<file path="config.mk">
export PLATFORM = sky130hd
export DESIGN_NAME = safe_domain
export DESIGN_NICKNAME = d
export VERILOG_FILES = /design/src/common/safe_pkg.sv /design/src/verilog/rst_sync.sv /design/src/verilog/slow_clk_gen.sv /design/src/safe_domain/pad_cfg_regs.sv /design/src/pad_control/pad_mux.sv /design/src/safe_domain/safe_domain.sv
export SDC_FILE = /design/constraint.sdc
export NUM_CORES = 1
export LEC_CHECK = 0
export ABC_AREA = 1
export BUFFER_PORTS_ARGS = -buffer_cell sky130_fd_sc_hd__buf_2
export CORE_AREA = 2 2 125 127
export DETAILED_ROUTE_END_ITERATION = 10
export DIE_AREA = 0 0 127 129
export SETUP_SLACK_MARGIN = 0.5
export SLEW_MARGIN = 30
export SYNTH_ARGS = -nofsm -noshare
export SYNTH_HDL_FRONTEND = slang
export SYNTH_SLANG_ARGS = --single-unit
</file>
<file path="constraint.sdc">
create_clock -name ref_clk_i -period 2.75 [get_ports ref_clk_i]
set_clock_uncertainty 0.05 [all_clocks]
set_input_delay 0.825 -clock ref_clk_i [delete_from_list [all_inputs] [get_ports ref_clk_i]]
set_output_delay 0.825 -clock ref_clk_i [all_outputs]
set_load 0.02 [all_outputs]
</file>
<file path="src/common/safe_pkg.sv">
`default_nettype none

package safe_pkg;

  //******************************
  // pad and signal group counts
  //******************************
  localparam int N_IO     = 8;
  localparam int N_PERIO  = 4;
  localparam int N_GPIO   = 8;
  localparam int N_FPGAIO = 4;

  // field widths
  localparam int PADMUX_W  = 2;
  localparam int PADCFG_W  = 6;
  localparam int CLK_DIV_W = 8;
  localparam int PAD_IDX_W = $clog2(N_IO);

  //******************************
  // register port
  //******************************
  localparam int REG_ADDR_W = 4;
  localparam int REG_DATA_W = 16;

  // 0..7 pad entries, 8 control word
  localparam logic [REG_ADDR_W-1:0] CTRL_ADDR = 4'd8;

  // pad source codes
  localparam logic [PADMUX_W-1:0] MUX_GPIO   = 2'd0;
  localparam logic [PADMUX_W-1:0] MUX_PERIO  = 2'd1;
  localparam logic [PADMUX_W-1:0] MUX_FPGAIO = 2'd2;
  localparam logic [PADMUX_W-1:0] MUX_OFF    = 2'd3;

  // one pad, source select plus pad config bits
  typedef struct packed {
    logic [PADMUX_W-1:0] mux;
    logic [PADCFG_W-1:0] cfg;
  } pad_entry_t;

  // pad view of a register word
  typedef struct packed {
    logic [7:0] rsvd;
    pad_entry_t entry;
  } pad_view_t;

  // control view of a register word
  typedef struct packed {
    logic [7:0]           rsvd;
    logic [CLK_DIV_W-1:0] clk_div;
  } ctrl_view_t;

  // same 16 bits, view picked by address
  typedef union packed {
    pad_view_t  pad;
    ctrl_view_t ctrl;
  } reg_word_u;

  // single-cycle write, no back-pressure
  typedef struct packed {
    logic [REG_ADDR_W-1:0] addr;
    reg_word_u             wdata;
    logic                  strobe;
  } reg_wr_t;

endpackage

`default_nettype wire

</file>
<file path="src/verilog/rst_sync.sv">
`timescale 1ns/1ps
`default_nettype none

module rst_sync (
  input  wire logic ref_clk_i,
  input  wire logic rst_n_i,
  output logic      rst_n_o
);

  // two-flop chain, stage 0 samples constant one
  logic sync_q0;
  logic sync_q1;

  // assert async, release on second edge
  always_ff @(posedge ref_clk_i or negedge rst_n_i) begin
    if (!rst_n_i) begin
      sync_q0 <= 1'b0;
      sync_q1 <= 1'b0;
    end else begin
      sync_q0 <= 1'b1;
      sync_q1 <= sync_q0;
    end
  end

  // every always-on flop sees this release edge
  assign rst_n_o = sync_q1;

endmodule

`default_nettype wire

</file>
<file path="src/verilog/slow_clk_gen.sv">
`timescale 1ns/1ps
`default_nettype none

module slow_clk_gen
  import safe_pkg::*;
(
  input  wire logic                 ref_clk_i,
  input  wire logic                 rst_n_i,
  input  wire logic [CLK_DIV_W-1:0] clk_div_i,
  input  wire logic                 restart_i,
  output logic                      slow_clk_o
);

  // down-counter, one terminal count per half period
  logic [CLK_DIV_W-1:0] cnt_q;
  logic                 slow_clk_q;

  always_ff @(posedge ref_clk_i or negedge rst_n_i) begin
    if (!rst_n_i) begin
      cnt_q      <= '0;
      slow_clk_q <= 1'b0;
    end else if (restart_i) begin
      // new divider, start a fresh low phase
      cnt_q      <= clk_div_i;
      slow_clk_q <= 1'b0;
    end else if (cnt_q == '0) begin
      // half period done
      cnt_q      <= clk_div_i;
      slow_clk_q <= ~slow_clk_q;
    end else begin
      cnt_q <= cnt_q - 1'b1;
    end
  end

  // straight from a flop, no glitches
  assign slow_clk_o = slow_clk_q;

endmodule

`default_nettype wire

</file>
<file path="src/safe_domain/pad_cfg_regs.sv">
`timescale 1ns/1ps
`default_nettype none

module pad_cfg_regs
  import safe_pkg::*;
(
  input  wire logic                  ref_clk_i,
  input  wire logic                  rst_n_i,

  // write strobe and combinational read port
  input  wire reg_wr_t               reg_wr_i,
  input  wire logic [REG_ADDR_W-1:0] reg_rd_addr_i,
  output logic [REG_DATA_W-1:0]      reg_rdata_o,

  // towards pad mux and divider
  output pad_entry_t [N_IO-1:0]      pad_tbl_o,
  output logic [CLK_DIV_W-1:0]       clk_div_o,
  output logic                       div_restart_o
);

  pad_entry_t [N_IO-1:0] pad_tbl_q;
  logic [CLK_DIV_W-1:0]  clk_div_q;
  logic                  div_restart_q;

  // address decode of the write
  logic      wr_pad;
  logic      wr_ctrl;
  reg_word_u rd_word;

  assign wr_pad  = reg_wr_i.strobe && (reg_wr_i.addr < REG_ADDR_W'(N_IO));
  assign wr_ctrl = reg_wr_i.strobe && (reg_wr_i.addr == CTRL_ADDR);

  //******************************
  // pad entries
  //******************************
  always_ff @(posedge ref_clk_i or negedge rst_n_i) begin
    if (!rst_n_i) begin
      // all pads parked, no drive
      for (int p = 0; p < N_IO; p++) begin
        pad_tbl_q[p].mux <= MUX_OFF;
        pad_tbl_q[p].cfg <= '0;
      end
    end else if (wr_pad) begin
      // pad view of the word
      pad_tbl_q[reg_wr_i.addr[PAD_IDX_W-1:0]] <= reg_wr_i.wdata.pad.entry;
    end
  end

  //******************************
  // control word
  //******************************
  always_ff @(posedge ref_clk_i or negedge rst_n_i) begin
    if (!rst_n_i) begin
      clk_div_q     <= '0;
      div_restart_q <= 1'b0;
    end else begin
      // restart lands one cycle late, divider sees new value
      div_restart_q <= wr_ctrl;
      if (wr_ctrl) begin
        // control view of the word
        clk_div_q <= reg_wr_i.wdata.ctrl.clk_div;
      end
    end
  end

  //******************************
  // read back
  //******************************
  always_comb begin
    // unused addresses read zero
    rd_word = '0;
    if (reg_rd_addr_i < REG_ADDR_W'(N_IO)) begin
      rd_word.pad.entry = pad_tbl_q[reg_rd_addr_i[PAD_IDX_W-1:0]];
    end else if (reg_rd_addr_i == CTRL_ADDR) begin
      rd_word.ctrl.clk_div = clk_div_q;
    end
  end

  assign reg_rdata_o   = rd_word;
  assign pad_tbl_o     = pad_tbl_q;
  assign clk_div_o     = clk_div_q;
  assign div_restart_o = div_restart_q;

endmodule

`default_nettype wire

</file>
<file path="src/pad_control/pad_mux.sv">
`timescale 1ns/1ps
`default_nettype none

module pad_mux
  import safe_pkg::*;
(
  // per-pad select and config
  input  wire pad_entry_t [N_IO-1:0]        pad_tbl_i,

  // pad side
  output logic [N_IO-1:0]                   io_out_o,
  input  wire logic [N_IO-1:0]              io_in_i,
  output logic [N_IO-1:0]                   io_oe_o,
  output logic [N_IO-1:0][PADCFG_W-1:0]     pad_cfg_o,

  // peripheral group
  input  wire logic [N_PERIO-1:0]           perio_out_i,
  input  wire logic [N_PERIO-1:0]           perio_oe_i,
  output logic [N_PERIO-1:0]                perio_in_o,

  // gpio group
  input  wire logic [N_GPIO-1:0]            gpio_out_i,
  input  wire logic [N_GPIO-1:0]            gpio_oe_i,
  output logic [N_GPIO-1:0]                 gpio_in_o,

  // fpga-side group
  input  wire logic [N_FPGAIO-1:0]          fpgaio_out_i,
  input  wire logic [N_FPGAIO-1:0]          fpgaio_oe_i,
  output logic [N_FPGAIO-1:0]               fpgaio_in_o
);

  //******************************
  // output side, one mux per pad
  //******************************
  for (genvar i = 0; i < N_IO; i++) begin : g_pad
    always_comb begin
      unique case (pad_tbl_i[i].mux)
        MUX_GPIO: begin
          io_out_o[i] = gpio_out_i[i];
          io_oe_o[i]  = gpio_oe_i[i];
        end
        // pads 0..3 and 4..7 share the narrow groups
        MUX_PERIO: begin
          io_out_o[i] = perio_out_i[i % N_PERIO];
          io_oe_o[i]  = perio_oe_i[i % N_PERIO];
        end
        MUX_FPGAIO: begin
          io_out_o[i] = fpgaio_out_i[i % N_FPGAIO];
          io_oe_o[i]  = fpgaio_oe_i[i % N_FPGAIO];
        end
        default: begin
          // MUX_OFF, pad floats
          io_out_o[i] = 1'b0;
          io_oe_o[i]  = 1'b0;
        end
      endcase
    end

    // cfg bits go to the pad untouched
    assign pad_cfg_o[i] = pad_tbl_i[i].cfg;

    // gpio return, one pad per gpio
    assign gpio_in_o[i] = (pad_tbl_i[i].mux == MUX_GPIO) ? io_in_i[i] : 1'b0;
  end

  //******************************
  // input return, low pad wins
  //******************************
  always_comb begin
    perio_in_o  = '0;
    fpgaio_in_o = '0;
    // scan high to low so lower pads overwrite
    for (int p = N_IO - 1; p >= 0; p--) begin
      if (pad_tbl_i[p].mux == MUX_PERIO) begin
        perio_in_o[p % N_PERIO] = io_in_i[p];
      end
      if (pad_tbl_i[p].mux == MUX_FPGAIO) begin
        fpgaio_in_o[p % N_FPGAIO] = io_in_i[p];
      end
    end
  end

endmodule

`default_nettype wire

</file>
<file path="src/safe_domain/safe_domain.sv">
`timescale 1ns/1ps
`default_nettype none

module safe_domain
  import safe_pkg::*;
(
  input  wire logic                        ref_clk_i,
  input  wire logic                        rst_n_i,
  output logic                             rst_n_o,
  output logic                             slow_clk_o,

  //******************************
  // register port
  //******************************
  input  wire reg_wr_t                     reg_wr_i,
  input  wire logic [REG_ADDR_W-1:0]       reg_rd_addr_i,
  output logic [REG_DATA_W-1:0]            reg_rdata_o,

  //******************************
  // pads
  //******************************
  output logic [N_IO-1:0]                  io_out_o,
  input  wire logic [N_IO-1:0]             io_in_i,
  output logic [N_IO-1:0]                  io_oe_o,
  output logic [N_IO-1:0][PADCFG_W-1:0]    pad_cfg_o,

  // peripherals
  input  wire logic [N_PERIO-1:0]          perio_out_i,
  input  wire logic [N_PERIO-1:0]          perio_oe_i,
  output logic [N_PERIO-1:0]               perio_in_o,

  // gpios
  input  wire logic [N_GPIO-1:0]           gpio_out_i,
  input  wire logic [N_GPIO-1:0]           gpio_oe_i,
  output logic [N_GPIO-1:0]                gpio_in_o,

  // fpga-side signals
  input  wire logic [N_FPGAIO-1:0]         fpgaio_out_i,
  input  wire logic [N_FPGAIO-1:0]         fpgaio_oe_i,
  output logic [N_FPGAIO-1:0]              fpgaio_in_o
);

  // synchronized reset for the whole domain
  logic                  s_rst_n;
  // register block outputs
  pad_entry_t [N_IO-1:0] s_pad_tbl;
  logic [CLK_DIV_W-1:0]  s_clk_div;
  logic                  s_div_restart;

  rst_sync i_rst_sync (
    .ref_clk_i (ref_clk_i),
    .rst_n_i   (rst_n_i),
    .rst_n_o   (s_rst_n)
  );

  // exported for the rest of the chip
  assign rst_n_o = s_rst_n;

  slow_clk_gen i_slow_clk_gen (
    .ref_clk_i  (ref_clk_i),
    .rst_n_i    (s_rst_n),
    .clk_div_i  (s_clk_div),
    .restart_i  (s_div_restart),
    .slow_clk_o (slow_clk_o)
  );

  pad_cfg_regs i_pad_cfg_regs (
    .ref_clk_i     (ref_clk_i),
    .rst_n_i       (s_rst_n),
    .reg_wr_i      (reg_wr_i),
    .reg_rd_addr_i (reg_rd_addr_i),
    .reg_rdata_o   (reg_rdata_o),
    .pad_tbl_o     (s_pad_tbl),
    .clk_div_o     (s_clk_div),
    .div_restart_o (s_div_restart)
  );

  // purely combinational routing
  pad_mux i_pad_mux (
    .pad_tbl_i    (s_pad_tbl),
    .io_out_o     (io_out_o),
    .io_in_i      (io_in_i),
    .io_oe_o      (io_oe_o),
    .pad_cfg_o    (pad_cfg_o),
    .perio_out_i  (perio_out_i),
    .perio_oe_i   (perio_oe_i),
    .perio_in_o   (perio_in_o),
    .gpio_out_i   (gpio_out_i),
    .gpio_oe_i    (gpio_oe_i),
    .gpio_in_o    (gpio_in_o),
    .fpgaio_out_i (fpgaio_out_i),
    .fpgaio_oe_i  (fpgaio_oe_i),
    .fpgaio_in_o  (fpgaio_in_o)
  );

endmodule

`default_nettype wire

</file>
==> flow_summary.json <==
{
  "gr-total-overflow": 0,
  "ios": 165,
  "yosys.area.top_type_share_pct": 33.0,
  "die_x_um": 127,
  "nFillCells": 1525,
  "rows": 45,
  "antenna_left": 0,
  "wl_um": 16100,
  "fin_crit_sh_pct": 94.4,
  "layout-drive-gt1-share_pct": 41.5,
  "clock-sinks": 84,
  "dpl.hpwl_um": 11900,
  "finalCriticalPeriod_ps": 2600,
  "grt_pass1_wl_um": 24500,
  "tightest_slew_ps": 614,
  "maxCapViolCount": 0,
  "area_growth_pct": 36.1,
  "crit_path_start_kind": "input port",
  "critPathKind": "input port to primary output",
  "synth_commonest_cells": "nand2_1, nand3_1, inv_1, o21ai_0, dfrtp_1",
  "hp-class": "input port to asynchronous set/reset pin",
  "start_util_pct": 34.5,
  "relSlewSlack_pct": 59.1,
  "gp_congestion": 0.910,
  "final_core_util_pct": 46.9,
  "rsz0062_at_grt": "yes",
  "status": "finished clean",
  "nNetsFinal": 908,
  "insertion_delay_ps": 340,
  "vdd_drop_max_v": 0.000326,
  "netlist_instances": 714,
  "hold_buffers": 0,
  "yosysMostFrequentCell": "nand2_1",
  "yosysSeqAreaShare_pct": 41.1,
  "via_per_inst": 4.76,
  "drc": 0,
  "yosys-top-cells-area": "dfrtp_1, nand2_1, nand3_1",
  "switching_share_pct": 38.2,
  "p_sw_mw": 2.08,
  "report.final.setup_viol": 0,
  "cts_tree": "done",
  "cts_buffers": 9,
  "maxSlewViolCount": 0,
  "p_total_mw": 5.45,
  "firstDrtPassIters": 4,
  "synth_ff_type": "dfrtp_1",
  "htreeDepth": 3,
  "synthDistinctLibCells": 29,
  "cp_max_fo": 7,
  "antenna_found_initial": 0,
  "drt_iter0_markers": 228,
  "async_flop_share_pct": 100,
  "die_area_um2": 16400,
  "grt_usage_pct": 19.6,
  "powerDensity_nw_per_um2": 776,
  "final_area_um2": 7030,
  "wl_per_cell_um": 15.6,
  "cp-end-kind": "primary output",
  "clock.fmax_mhz": 385,
  "synth-edff-count": 0,
  "p_comb_share_pct": 40.7,
  "worstPathArrival_ps": 1720,
  "yosysTopAreaCell": "dfrtp_1",
  "cts-root-buf": "clkbuf_16",
  "hold_viol_final": 0,
  "synth_area_per_cell_um2": 7.23,
  "syn_area_um2": 5160,
  "core_area_um2": 15000,
  "pwr-share-seq_pct": 33.3,
  "yosysWarnings": 0,
  "ys_ff_latch": 84,
  "num_vias": 4914,
  "n_antenna_cell": 0,
  "required_ps": 1880,
  "p_int_mw": 3.37,
  "placed_area_um2": 5740,
  "clkTransAtPathRegs_ps": 60,
  "clkPwrFrac_pct": 26.0,
  "io_buffers": 148,
  "grt_max_degree": 48,
  "dieHeight_um": 129,
  "clockBufferDepth": 2,
  "grt_pass1_vias": 4545,
  "p_leak_nw": 3.57
}
-- worst max-delay path, stage by stage --
cell and delay, ps:
buf_12 130, buf_12 140, or2_4 220, nand3_2 60
nand3_2 60, nand3_2 80, nand2_2 70, buf_6 130
-- layout by cell type (no fill, tap or decap), drive strengths merged, types with 2 or more instances in the layout --
cell / count
dfrtp: 68
nor2: 29
ha: 2
clkinv: 2
dfstp: 16
nor3b: 4
bufinv: 3
inv: 86
conb: 9
nor3: 6
nand4: 2
buf: 184
nand2: 225
clkbuf: 12
nand3: 102
or2: 3
o21ai: 87
-- registers in the layout, indices dropped and copies added, names as in the netlist --
signal / cells
i_pad_cfg_regs.pad_tbl_o: 64
i_pad_cfg_regs.clk_div_o: 8
i_slow_clk_gen.cnt_q: 8
i_pad_cfg_regs.div_restart_o: 1
i_rst_sync.rst_n_o: 1
i_rst_sync.sync_q0: 1
i_slow_clk_gen.slow_clk_o: 1
-- stage by stage --
stage,setup WS [ps],setup TNS (ps),instances,hold slack (ps)
after floorplan,284,0,721,281
after global placement,-10.4,-10.4,992,285
after detailed placement,-9.44,-9.44,992,296
after CTS,152,0,1027,201
after global routing,121,0,1032,205
final,155,0,1032,208
-- power by group through the flow --
stage | clock network (mW) | registers (mW) | logic, mW
after floorplan | 0 | 1.80 | 1.39
after detailed placement | 0 | 1.86 | 1.73
after global routing | 1.48 | 1.86 | 2.44
after CTS | 1.43 | 1.80 | 2.03
after global placement | 0 | 1.85 | 1.72
final | 1.42 | 1.82 | 2.22
-- final cells by class --
cell class	count	area (um2)	share of cell area (%)
repair buffers	184	1330	18.9
flip-flops and latches	84	2130	30.3
clock inverters	4	95.1	1.35
inverters	87	348	4.95
well taps	188	235	3.35
clock buffers	12	256	3.65
multi-input cells	473	2640	37.5
-- metal layers --
layer | up-vias | track usage, % | wire length [um]
met2 | 153 | 30.9 | 7490
met1 | 2276 | 26.8 | 7260
li1 | 2455 | - | -
met3 | 30 | 3.49 | 884
met4 | 0 | 8.40 | 507
met5 | - | 0 | 0
-- repair_timing --
item                                   4_1_cts  5_1_grt
endpoints found under the hold margin        0        0
pin swaps                                   39       27
setup endpoints to repair                   25       31
buffers inserted                            16        5
cloned                                       3        0
resized for setup                          131       83
-- path summary, 6_finish.rpt --
path | start | end | slack (ps) | cells past startpoint
setup reg to reg | i_slow_clk_gen.cnt_q[2]$_DFF_PN0_ | i_slow_clk_gen.cnt_q[3]$_DFF_PN0_ | 1180 | 6
hold reg to reg | i_rst_sync.sync_q0$_DFF_PN0_ | i_rst_sync.rst_n_o$_DFF_PN0_ | 310 | 0
min in group ref_clk_i | i_rst_sync.sync_q0$_DFF_PN0_ | i_rst_sync.rst_n_o$_DFF_PN0_ | 310 | 0
max in group asynchronous | i_rst_sync.rst_n_o$_DFF_PN0_ | i_pad_cfg_regs.pad_tbl_o[26]$_DFFE_PN0P_ | 1750 | 1
setup / recovery | reg_rd_addr_i[0] | reg_rdata_o[1] | 150 | 8
hold / removal | rst_n_i | i_rst_sync.rst_n_o$_DFF_PN0_ | 210 | 1
-- kinds of logic (layout without fill, tap and decap cells) --
kind of cell               Yosys count  count (layout)  synth area share [%]
buffers and inverters              164             287                  17.3
AOI/OAI and AO/OA                   87              87                  8.50
and+or+nand+nor                    373             373                  32.1
xor gates and xnor gates             2               2                 0.339
DFF                                 84              84                  41.1
other                                2               9                 0.145
adders and majority gates            2               2                 0.485
(Power assumes the default switching activity.)
